[config.mk]
export PLATFORM = sky130hd
export DESIGN_NAME = special_modmul
export DESIGN_NICKNAME = d
export VERILOG_FILES = /design/src/hw/modmul_pkg.sv /design/src/hw/modulus_classifier.sv /design/src/hw/shiftadd_multiplier.sv /design/src/hw/fold_reducer.sv /design/src/hw/special_modmul.sv
export VERILOG_INCLUDE_DIRS = /design/src /design/src/hw
export SDC_FILE = /design/constraint.sdc
export NUM_CORES = 2
export LEC_CHECK = 0
export ABC_AREA = 1
export ABC_CLOCK_PERIOD_IN_PS = 12800
export BUFFER_PORTS_ARGS = -buffer_cell sky130_fd_sc_hd__clkbuf_2
export CELL_PAD_IN_SITES_DETAIL_PLACEMENT = 1
export CELL_PAD_IN_SITES_GLOBAL_PLACEMENT = 2
export CORE_MARGIN = 2
export CORE_UTILIZATION = 30
export DETAILED_ROUTE_END_ITERATION = 8
export PLACE_DENSITY = 0.78
export SLEW_MARGIN = 15
export SYNTH_ARGS = -nofsm -noshare
export SYNTH_HDL_FRONTEND = slang
export SYNTH_SLANG_ARGS = --single-unit
[constraint.sdc]
create_clock -name clk_i -period 12.8 [get_ports clk_i]
set_input_delay 0.64 -clock clk_i [delete_from_list [all_inputs] [get_ports clk_i]]
set_output_delay 0.64 -clock clk_i [all_outputs]
set_load 0.02 [all_outputs]
[src/hw/modmul_consts.svh]
`ifndef MODMUL_CONSTS_SVH
`define MODMUL_CONSTS_SVH

// operand and modulus width
`define MODMUL_OPW    32
`define MODMUL_PRODW  64

// signed fold sum, extra bits so fermat sums can go negative
`define MODMUL_ACCW   40

`define MODMUL_BL_W   6
`define MODMUL_MIN_BL 3   // smallest supported k
`define MODMUL_MAX_BL 31  // largest supported k

`endif

[src/hw/modmul_pkg.sv]
`include "modmul_consts.svh"

package modmul_pkg;

  typedef logic [`MODMUL_OPW-1:0]         operand_t;
  typedef logic [`MODMUL_PRODW-1:0]       product_t;
  typedef logic signed [`MODMUL_ACCW-1:0] acc_t;
  typedef logic [`MODMUL_BL_W-1:0]        bitlen_t;

  typedef enum logic [1:0] {
    MOD_NONE,
    MOD_MERSENNE,  // 2^k - 1
    MOD_FERMAT     // 2^(k-1) + 1
  } mod_kind_e;

  typedef struct packed {
    mod_kind_e kind;
    bitlen_t   width;  // fold chunk width, k or k-1
    operand_t  mask;   // 2^width - 1
  } mod_info_t;

  typedef enum logic {MUL_IDLE, MUL_RUN} mul_state_e;

  typedef enum logic [1:0] {RED_IDLE, RED_FOLD, RED_CORRECT, RED_DONE} red_state_e;

  typedef enum logic [1:0] {TOP_IDLE, TOP_MUL, TOP_RED, TOP_DONE} top_state_e;

endpackage

[src/hw/modulus_classifier.sv]
`include "modmul_consts.svh"

module modulus_classifier (
  input  modmul_pkg::operand_t  m_i,
  output modmul_pkg::mod_info_t info_o
);

  import modmul_pkg::*;

  bitlen_t              k;
  bitlen_t              width;
  logic [`MODMUL_OPW:0] ones_k;    // 2^k - 1, one bit wider so k=32 fits
  logic [`MODMUL_OPW:0] fermat_k;  // 2^(k-1) + 1
  logic                 in_range;
  logic                 is_mersenne;
  logic                 is_fermat;
  mod_kind_e            kind;

  // leading-one scan, the last hit is the highest set bit
  always_comb begin
    k = '0;
    for (int i = 0; i < `MODMUL_OPW; i++) begin
      if (m_i[i]) begin
        k = bitlen_t'(i + 1);
      end
    end
  end

  assign ones_k   = ((`MODMUL_OPW+1)'(1) << k) - 1'b1;
  assign fermat_k = ((`MODMUL_OPW+1)'(1) << (k - 1'b1)) | (`MODMUL_OPW+1)'(1);

  assign in_range    = (k >= `MODMUL_MIN_BL) && (k <= `MODMUL_MAX_BL);
  assign is_mersenne = ({1'b0, m_i} == ones_k);
  assign is_fermat   = ({1'b0, m_i} == fermat_k);

  // m = 3 matches both forms, mersenne wins
  assign kind = !in_range   ? MOD_NONE     :
                is_mersenne ? MOD_MERSENNE :
                is_fermat   ? MOD_FERMAT   : MOD_NONE;

  assign width = (kind == MOD_FERMAT) ? k - 1'b1 : k;

  assign info_o.kind  = kind;
  assign info_o.width = (kind == MOD_NONE) ? '0 : width;
  assign info_o.mask  = (kind == MOD_NONE) ? '0 : operand_t'((64'd1 << width) - 1'b1);

endmodule

[src/hw/shiftadd_multiplier.sv]
`include "modmul_consts.svh"

module shiftadd_multiplier (
  input  logic                 clk_i,
  input  logic                 rst_ni,
  input  logic                 start_i,
  input  modmul_pkg::operand_t a_i,
  input  modmul_pkg::operand_t b_i,
  output modmul_pkg::product_t product_o,
  output logic                 done_o
);

  import modmul_pkg::*;

  localparam int CNT_W = $clog2(`MODMUL_OPW);

  mul_state_e       state_q;
  logic [CNT_W-1:0] cnt_q;
  logic             load;
  logic             last;
  operand_t         mplier_q;  // shifts right, bit 0 picks the add
  product_t         mcand_q;   // shifts left
  product_t         acc_q;

  assign load = (state_q == MUL_IDLE) && start_i;
  assign last = (cnt_q == CNT_W'(`MODMUL_OPW - 1));

  always_ff @(posedge clk_i or negedge rst_ni) begin
    if (!rst_ni) begin
      state_q <= MUL_IDLE;
      cnt_q   <= '0;
      done_o  <= 1'b0;
    end else begin
      done_o <= 1'b0;
      case (state_q)
        MUL_IDLE: begin
          if (start_i) begin
            state_q <= MUL_RUN;
            cnt_q   <= '0;
          end
        end
        MUL_RUN: begin
          cnt_q <= cnt_q + 1'b1;
          if (last) begin
            state_q <= MUL_IDLE;
            done_o  <= 1'b1;  // lines up with the final add
          end
        end
        default: state_q <= MUL_IDLE;
      endcase
    end
  end

  // one multiplier bit per cycle
  always_ff @(posedge clk_i) begin
    if (load) begin
      mplier_q <= b_i;
      mcand_q  <= product_t'(a_i);
      acc_q    <= '0;
    end else if (state_q == MUL_RUN) begin
      if (mplier_q[0]) begin
        acc_q <= acc_q + mcand_q;
      end
      mplier_q <= mplier_q >> 1;
      mcand_q  <= mcand_q << 1;
    end
  end

  assign product_o = acc_q;  // stays put until the next start

endmodule

[src/hw/fold_reducer.sv]
module fold_reducer (
  input  logic                  clk_i,
  input  logic                  rst_ni,
  input  logic                  start_i,
  input  modmul_pkg::product_t  product_i,
  input  modmul_pkg::operand_t  m_i,
  input  modmul_pkg::mod_info_t info_i,
  output modmul_pkg::operand_t  result_o,
  output logic                  done_o
);

  import modmul_pkg::*;

  red_state_e state_q;
  logic       load;
  logic       sub_q;      // next fermat chunk is subtracted
  acc_t       acc_q;
  product_t   rem_q;      // high part still to be folded
  product_t   prod_hi;
  product_t   rem_next;
  operand_t   chunk;
  acc_t       chunk_ext;
  acc_t       m_ext;
  acc_t       acc_fold;
  logic       is_fermat;
  logic       too_low;
  logic       too_high;

  assign load      = (state_q == RED_IDLE) && start_i;
  assign is_fermat = (info_i.kind == MOD_FERMAT);

  assign prod_hi  = product_i >> info_i.width;
  assign rem_next = rem_q >> info_i.width;

  assign chunk     = operand_t'(rem_q) & info_i.mask;
  assign chunk_ext = acc_t'(chunk);  // zero extended
  assign m_ext     = acc_t'(m_i);

  // 2^k = 1 mod m for mersenne, 2^(k-1) = -1 mod m for fermat
  assign acc_fold = (is_fermat && sub_q) ? acc_q - chunk_ext : acc_q + chunk_ext;

  assign too_low  = (acc_q < 0);
  assign too_high = (acc_q >= m_ext);

  always_ff @(posedge clk_i or negedge rst_ni) begin
    if (!rst_ni) begin
      state_q <= RED_IDLE;
      sub_q   <= 1'b0;
    end else begin
      case (state_q)
        RED_IDLE: begin
          if (start_i) begin
            sub_q <= 1'b1;  // first high chunk has weight -1
            if (prod_hi == '0) begin
              state_q <= RED_CORRECT;
            end else begin
              state_q <= RED_FOLD;
            end
          end
        end
        RED_FOLD: begin
          sub_q <= ~sub_q;
          if (rem_next == '0) begin
            state_q <= RED_CORRECT;
          end
        end
        RED_CORRECT: begin
          if (!too_low && !too_high) begin
            state_q <= RED_DONE;
          end
        end
        RED_DONE: state_q <= RED_IDLE;
        default:  state_q <= RED_IDLE;
      endcase
    end
  end

  always_ff @(posedge clk_i) begin
    if (load) begin
      acc_q <= acc_t'(operand_t'(product_i) & info_i.mask);
      rem_q <= prod_hi;
    end else if (state_q == RED_FOLD) begin
      acc_q <= acc_fold;
      rem_q <= rem_next;
    end else if (state_q == RED_CORRECT) begin
      // one add or subtract of m per cycle
      if (too_low) begin
        acc_q <= acc_q + m_ext;
      end else if (too_high) begin
        acc_q <= acc_q - m_ext;
      end
    end
  end

  assign result_o = operand_t'(acc_q);  // acc is in [0, m) once done
  assign done_o   = (state_q == RED_DONE);

endmodule

[src/hw/special_modmul.sv]
module special_modmul (
  input  logic                 clk_i,
  input  logic                 rst_ni,
  input  logic                 start_i,
  input  modmul_pkg::operand_t a_i,
  input  modmul_pkg::operand_t b_i,
  input  modmul_pkg::operand_t m_i,
  output modmul_pkg::operand_t result_o,
  output logic                 valid_o,
  output logic                 err_o,
  output logic                 busy_o
);

  import modmul_pkg::*;

  top_state_e state_q;
  logic       accept;
  logic       launch_q;  // first cycle after accept, classifier output is settled
  operand_t   a_q;
  operand_t   b_q;
  operand_t   m_q;
  mod_info_t  info;
  logic       mul_start;
  logic       mul_done;
  product_t   product;
  logic       red_start;
  logic       red_done;
  operand_t   red_result;

  assign accept    = (state_q == TOP_IDLE) && start_i;
  assign mul_start = (state_q == TOP_MUL) && launch_q && (info.kind != MOD_NONE);
  assign red_start = (state_q == TOP_MUL) && mul_done;
  assign busy_o    = (state_q != TOP_IDLE);

  always_ff @(posedge clk_i) begin
    if (accept) begin
      a_q <= a_i;
      b_q <= b_i;
      m_q <= m_i;
    end
  end

  modulus_classifier i_classifier (
    .m_i    (m_q),
    .info_o (info)
  );

  shiftadd_multiplier i_mul (
    .clk_i     (clk_i),
    .rst_ni    (rst_ni),
    .start_i   (mul_start),
    .a_i       (a_q),
    .b_i       (b_q),
    .product_o (product),
    .done_o    (mul_done)
  );

  fold_reducer i_red (
    .clk_i     (clk_i),
    .rst_ni    (rst_ni),
    .start_i   (red_start),
    .product_i (product),
    .m_i       (m_q),
    .info_i    (info),
    .result_o  (red_result),
    .done_o    (red_done)
  );

  always_ff @(posedge clk_i or negedge rst_ni) begin
    if (!rst_ni) begin
      state_q  <= TOP_IDLE;
      launch_q <= 1'b0;
      valid_o  <= 1'b0;
      err_o    <= 1'b0;
      result_o <= '0;
    end else begin
      // status outputs are single-cycle pulses
      launch_q <= 1'b0;
      valid_o  <= 1'b0;
      err_o    <= 1'b0;
      result_o <= '0;
      case (state_q)
        TOP_IDLE: begin
          if (accept) begin
            state_q  <= TOP_MUL;
            launch_q <= 1'b1;
          end
        end
        TOP_MUL: begin
          if (launch_q && (info.kind == MOD_NONE)) begin
            state_q <= TOP_DONE;  // unsupported m, skip both engines
            valid_o <= 1'b1;
            err_o   <= 1'b1;
          end else if (mul_done) begin
            state_q <= TOP_RED;
          end
        end
        TOP_RED: begin
          if (red_done) begin
            state_q  <= TOP_DONE;
            valid_o  <= 1'b1;
            result_o <= red_result;
          end
        end
        TOP_DONE: state_q <= TOP_IDLE;
        default:  state_q <= TOP_IDLE;
      endcase
    end
  end

endmodule

# After elaboration in Yosys (flattened, before gate mapping)

Cells that the tools add are included.

Bitwise logic cells: 4
Shift operators: 5
Add/subtract/negate cells: 9
$lt $le $gt $ge: 4
Reduce and logical (&&, ||, !) cells: 29
Equality and inequality tests: 17
Multiplexer cells: 77

Operator list:

| operator                | number |
|---|---|
| $mux W40                | 6 |
| $mux W32                | 7 |
| $mux W6                 | 33 |
| $logic_not A64 Y1       | 2 |
| $mux W64                | 2 |
| $shr A64 B6 Y64         | 2 |
| $add A40 B33 Y40        | 2 |
| $sub A40 B33 Y40        | 2 |
| $eq A32 B33 Y1          | 2 |
| $shl A1 B6 Y33 const A  | 2 |
| $add A64 B64 Y64        | 1 |
| $and A32 B32 Y32        | 2 |
| $ge A40 B33 Y1          | 1 |
| $lt A40 B1 Y1 const B   | 1 |
| $sub A33 B1 Y33 const B | 1 |
| $shl A1 B6 Y32 const A  | 1 |
| $sub A32 B1 Y32 const B | 1 |
| $mux W2                 | 11 |
| $pmux W2 S4             | 2 |
| $mux W1                 | 11 |
| $eq A2 B2 Y1 const B    | 5 |
| $logic_and A1 B1 Y1     | 10 |
| $ne A2 B1 Y1 const B    | 5 |
| $pmux W5 S2             | 1 |
| other kinds (18)        | 32 |

Bits of input ports: 99
Output and inout bits: 35
Word-level logic and storage cells: 164
Register bits after elaboration: 407

# Longest topological paths before layout

Depth in word-level cells: 48
Depth in mapped cells: 114
Mapped depth without buffers: 113

# Cells and area by module

A second synthesis with hierarchy kept.

Cells, all modules: 6917
Area total of the unflattened synthesis: 42316.8 um^2

Modules (own cells, without submodules):

| module              | area an instance (um^2) | cells an instance | seq. area each (um^2) | times used |
|---|---|---|---|---|
| fold_reducer        | 20936.3                 | 3760              | 3198.1                | 1 |
| shiftadd_multiplier | 12211.7                 | 1964              | 4018.9                | 1 |
| modulus_classifier  | 4892.2                  | 952               | 0.0                   | 1 |
| special_modmul      | 4276.6                  | 241               | 3808.7                | 1 |

# Worst setup path before layout

OpenSTA, ideal clock, no wires.

Path type: register to register
Start: register m_q[1]
End: register i_red.acc_q[39], data pin
Slack: 1548 ps
Library setup time: 250 ps
Arrival time: 11002 ps
Clock period less this slack: 11252 ps
Path buffers: 2
Cell stages (with the launch flop): 106
Data required time: 12550 ps
Cell sequence: edfxtp_1 > inv_2 > nand2_1 > nand2_1 > nand2_1 > nand2_1 > nand2_1 > nand2_1 > nand2_1 > nand2_1 > nand2_1 > nand2_1 > nand2_1 > nand2_1 > nand2_1 > nand2_1 > nand2_1 > nand2_1 > [... 70 more ...] > nand2_1 > inv_1 > o21ai_0 > nand2_1 > a21boi_0 > o21ai_0 > a21boi_0 > o21ai_0 > a21boi_0 > o21ai_0 > a31oi_1 > o21ai_0 > xor2_1 > inv_1 > nand3_1 > nand3_1 > nand2_1 > inv_1

Longest elaborated chain between the ends: 47
Elaborated cells between the ends (all ways): 61
Those cells by class: add/sub: 7; order compare: 2; eq/ne: 3; shift: 3; mux: 42; bitwise: 1; reduce/logical: 3

RTL lines:

| element                                          | RTL line             | RTL |
|---|---|---|
| start, declared                                  | special_modmul.sv:21 | `operand_t m_q;` |
| start signal, assigned                           | special_modmul.sv:39 | `m_q <= m_i;` |
| branches (longest 45 deep; another with $mux W6) | --                   |  |
| $mux W40 (*)                                     | fold_reducer.sv:82   | `end else if (state_q == RED_FOLD) begin` |
| $mux W40 (*)                                     | fold_reducer.sv:79   | `if (load) begin` |
| end signal, assigned                             | fold_reducer.sv:80   | `acc_q <= acc_t'(operand_t'(product_i) & info_i.mask);` |
| end signal, assigned                             | fold_reducer.sv:83   | `acc_q <= acc_fold;` |
| end signal, assigned                             | fold_reducer.sv:88   | `acc_q <= acc_q + m_ext;` |
| end, declared                                    | fold_reducer.sv:17   | `acc_t acc_q;` |

Mark *: on every way between the ends. The select of a mux whose other input is x is not followed.
A chain may end at the register's enable or synchronous reset.

# Final worst setup path

Ends and elaborated chain as after synthesis.

==> qor.csv <==
metric,value,unit
gp_congestion,0.922,
netlist_instances,5587,
final_cell_count_no_fill,7527,
ys_types,72,
max_slew.worst_pin.slew,1010,ps
grt_max_degree,164,
report.final.slew_viol_count,0,
drive_gt1_share,13.7,%
relSlewSlack,32.6,%
die_w,355,µm
slowest_delay,410,ps
min-delay-start,a_i[12],
pre_cts_slack,-81.3,ps
synth-seq-cells,407,
final_common_cell,nand2_1,
clk_latency,700,ps
wl_per_cell,20.6,µm
fin_crit_sh,93.0,%
fin_crit,11900,ps
fillers,15700,
whs,112,ps
finalClockSkew,68.5,ps
p_per_area,70.0,nW/µm²
setup_ws,897,ps
first_pass_iters,5,
grt_pass1_vias,39200,
ys_dominant_reg_cell,edfxtp_1,
worst_hold_path_type,in2reg,
synth_edf_count,264,
status,finished clean,
cts_tree,done,
final_core_util,35.4,%
drtIter0Drc,2523,
final_cell_mix,"nand2_1 (1615), inv_1 (670), nand3_1 (553)",
crit_path_frequent_cell,nand2_1,
via_count,38900,
synth_nets,5874,
ant_nets,0,
wl,155000,µm
via_per_inst,5.16,
cts_root_buffer,clkbuf_16,
die_h,355,µm
grt.total_usage,24.1,%
cts_buffers,52,
antenna_found_initial,2,
seq_area_frac_synth,29.8,%
stdcell_area,43200,µm²
num_rows,128,
path_max_fanout,7,
worstSetupStartpointType,flop,
start_util,30.3,%
max_cap_viol_count,0,
r2r_start,m_q[1],
async_flop_share,11.5,%
p_leak,21.4,nW
port_buffers,133,
cp.arrival,12320,ps
diodes,0,
cts_hold_buf,0,
clock_sinks,407,
clk_pin_slew_worst_paths,60,ps
io_pins,134,
synthToLayoutAreaGrowth,16.9,%
fmax,84.0,MHz
yosys_warnings,0,
required,13220,ps
clk_path_buf_depth,3,
avgSynthCellArea,6.62,µm²
crit_slowest_cell,edfxtp_1,
place_inst,7413,
critPathLaunch,m_q[1],
end_kind,flop,
synth_area,37000,µm²
hold_viol,0,
grt_overflow_total,0,
final_nets,6147,
ir_drop,0.000115,V
coreArea,122000,µm²
finalSetupViolations,0,
placed_cell_area,41000,µm²
grt_first_pass_wirelength,237000,µm
cts_max_level,2,
critical_path_class,reg2reg,
die_area,126000,µm²
dp_hpwl,122000,µm
route.detailed.drc,0,
==> routing by layer <==
layer | vias up | GRT usage, % | part of all wire [%]
met5 | - | 0 | 0.018
met4 | 4 | 7.25 | 3.1
met3 | 217 | 2.19 | 3.8
met2 | 771 | 41.6 | 48
met1 | 18800 | 31.7 | 45
li1 | 19100 | - | -
==> area by class of cell <==
class / instances / area, µm² / area share, %
repair buffers: 463 / 3190 / 7.38
multi-input cells: 4231 / 22500 / 51.9
flip-flops and latches: 407 / 11000 / 25.5
well taps: 1625 / 2030 / 4.70
clock inverters: 30 / 422 / 0.975
inverters: 705 / 2660 / 6.15
clock buffers: 66 / 1450 / 3.35
==> critical path: cells and delay by family, from the launching register on <==
family                   cells  cell delay (ps)
AND/OR/NAND/NOR             67             5920
buffers and inverters       13             1380
adder cells (fa/ha/maj)      4             1000
flip-flops                   1              410
XOR/XNOR                     3              490
AO/OA/AOI/OAI               18             2420
==> final timing paths <==
check	slack [ps]	cells after the start	endpoint
min in group asynchronous	140	2	err_o
setup reg to reg	900	105	i_red.acc_q[39]
hold reg to reg	490	2	i_mul.mcand_q[63]
hold / removal	110	1	a_q[12]
setup / recovery	900	105	i_red.acc_q[39]
max in group asynchronous	12110	2	state_q[1]
==> where the power goes <==
group	leakage [nW]	internal (W)	switching, W	total, W
sequential	3.36	0.00139	0	0.00139
combinational	17.1	0.0000107	0.0000101	0.0000207
clock	0.902	0.000951	0.000664	0.00161
total	21.4	0.00235	0.000674	0.00302
==> per-stage QoR <==
step / TNS, ps / total power, W
floorplan: 0 / 0.00142
global placement: 0 / 0.00144
detailed placement: -81.3 / 0.00144
CTS: 0 / 0.00308
global route: -160 / 0.00312
finish: 0 / 0.00302
==> cell usage after synthesis, drive strengths merged, types with 53 or more instances <==
cell type / count / area, µm²
nand2: 1660 / 6370
xor2: 74 / 656
nor2: 452 / 1890
o21ai: 477 / 2450
nand4: 130 / 870
mux2: 62 / 698
nand3: 563 / 2860
buf: 118 / 643
a21oi: 259 / 1300
inv: 698 / 2620
dfxtp: 96 / 1920
ha: 184 / 2300
edfxtp: 264 / 7930
clkbuf: 126 / 473
o211ai: 53 / 398
==> what timing repair did <==
action,CTS,global route
pin swaps,0,36
cloned,0,0
buffers inserted,0,18
resized for setup,2,73
setup endpoints to repair,1,12
==> sequential cells by signal, indices dropped and copies added (netlist names) <==
name / cells
m_q: 32
b_q: 32
a_q: 32
i_mul.done_o: 1
i_red.rem_q: 64
i_mul.cnt_q: 5
i_red.state_q: 2
i_mul.product_o: 64
err_o: 1
launch_q: 1
i_mul.state_q: 1
i_mul.mcand_q: 64
i_red.acc_q: 40
i_red.sub_q: 1
valid_o: 1
result_o: 32
i_mul.mplier_q: 32
state_q: 2
==> cells by family after synthesis <==
group                    share of synthesized area, %
AND/OR/NAND/NOR                                  34.2
XOR/XNOR                                         2.58
adder cells (fa/ha/maj)                          6.44
flip-flops                                       29.8
buffers and inverters                            10.2
AO/OA/AOI/OAI                                    14.4
multiplexers                                     2.35
Note: power is estimated with default switching activity, not from simulation.
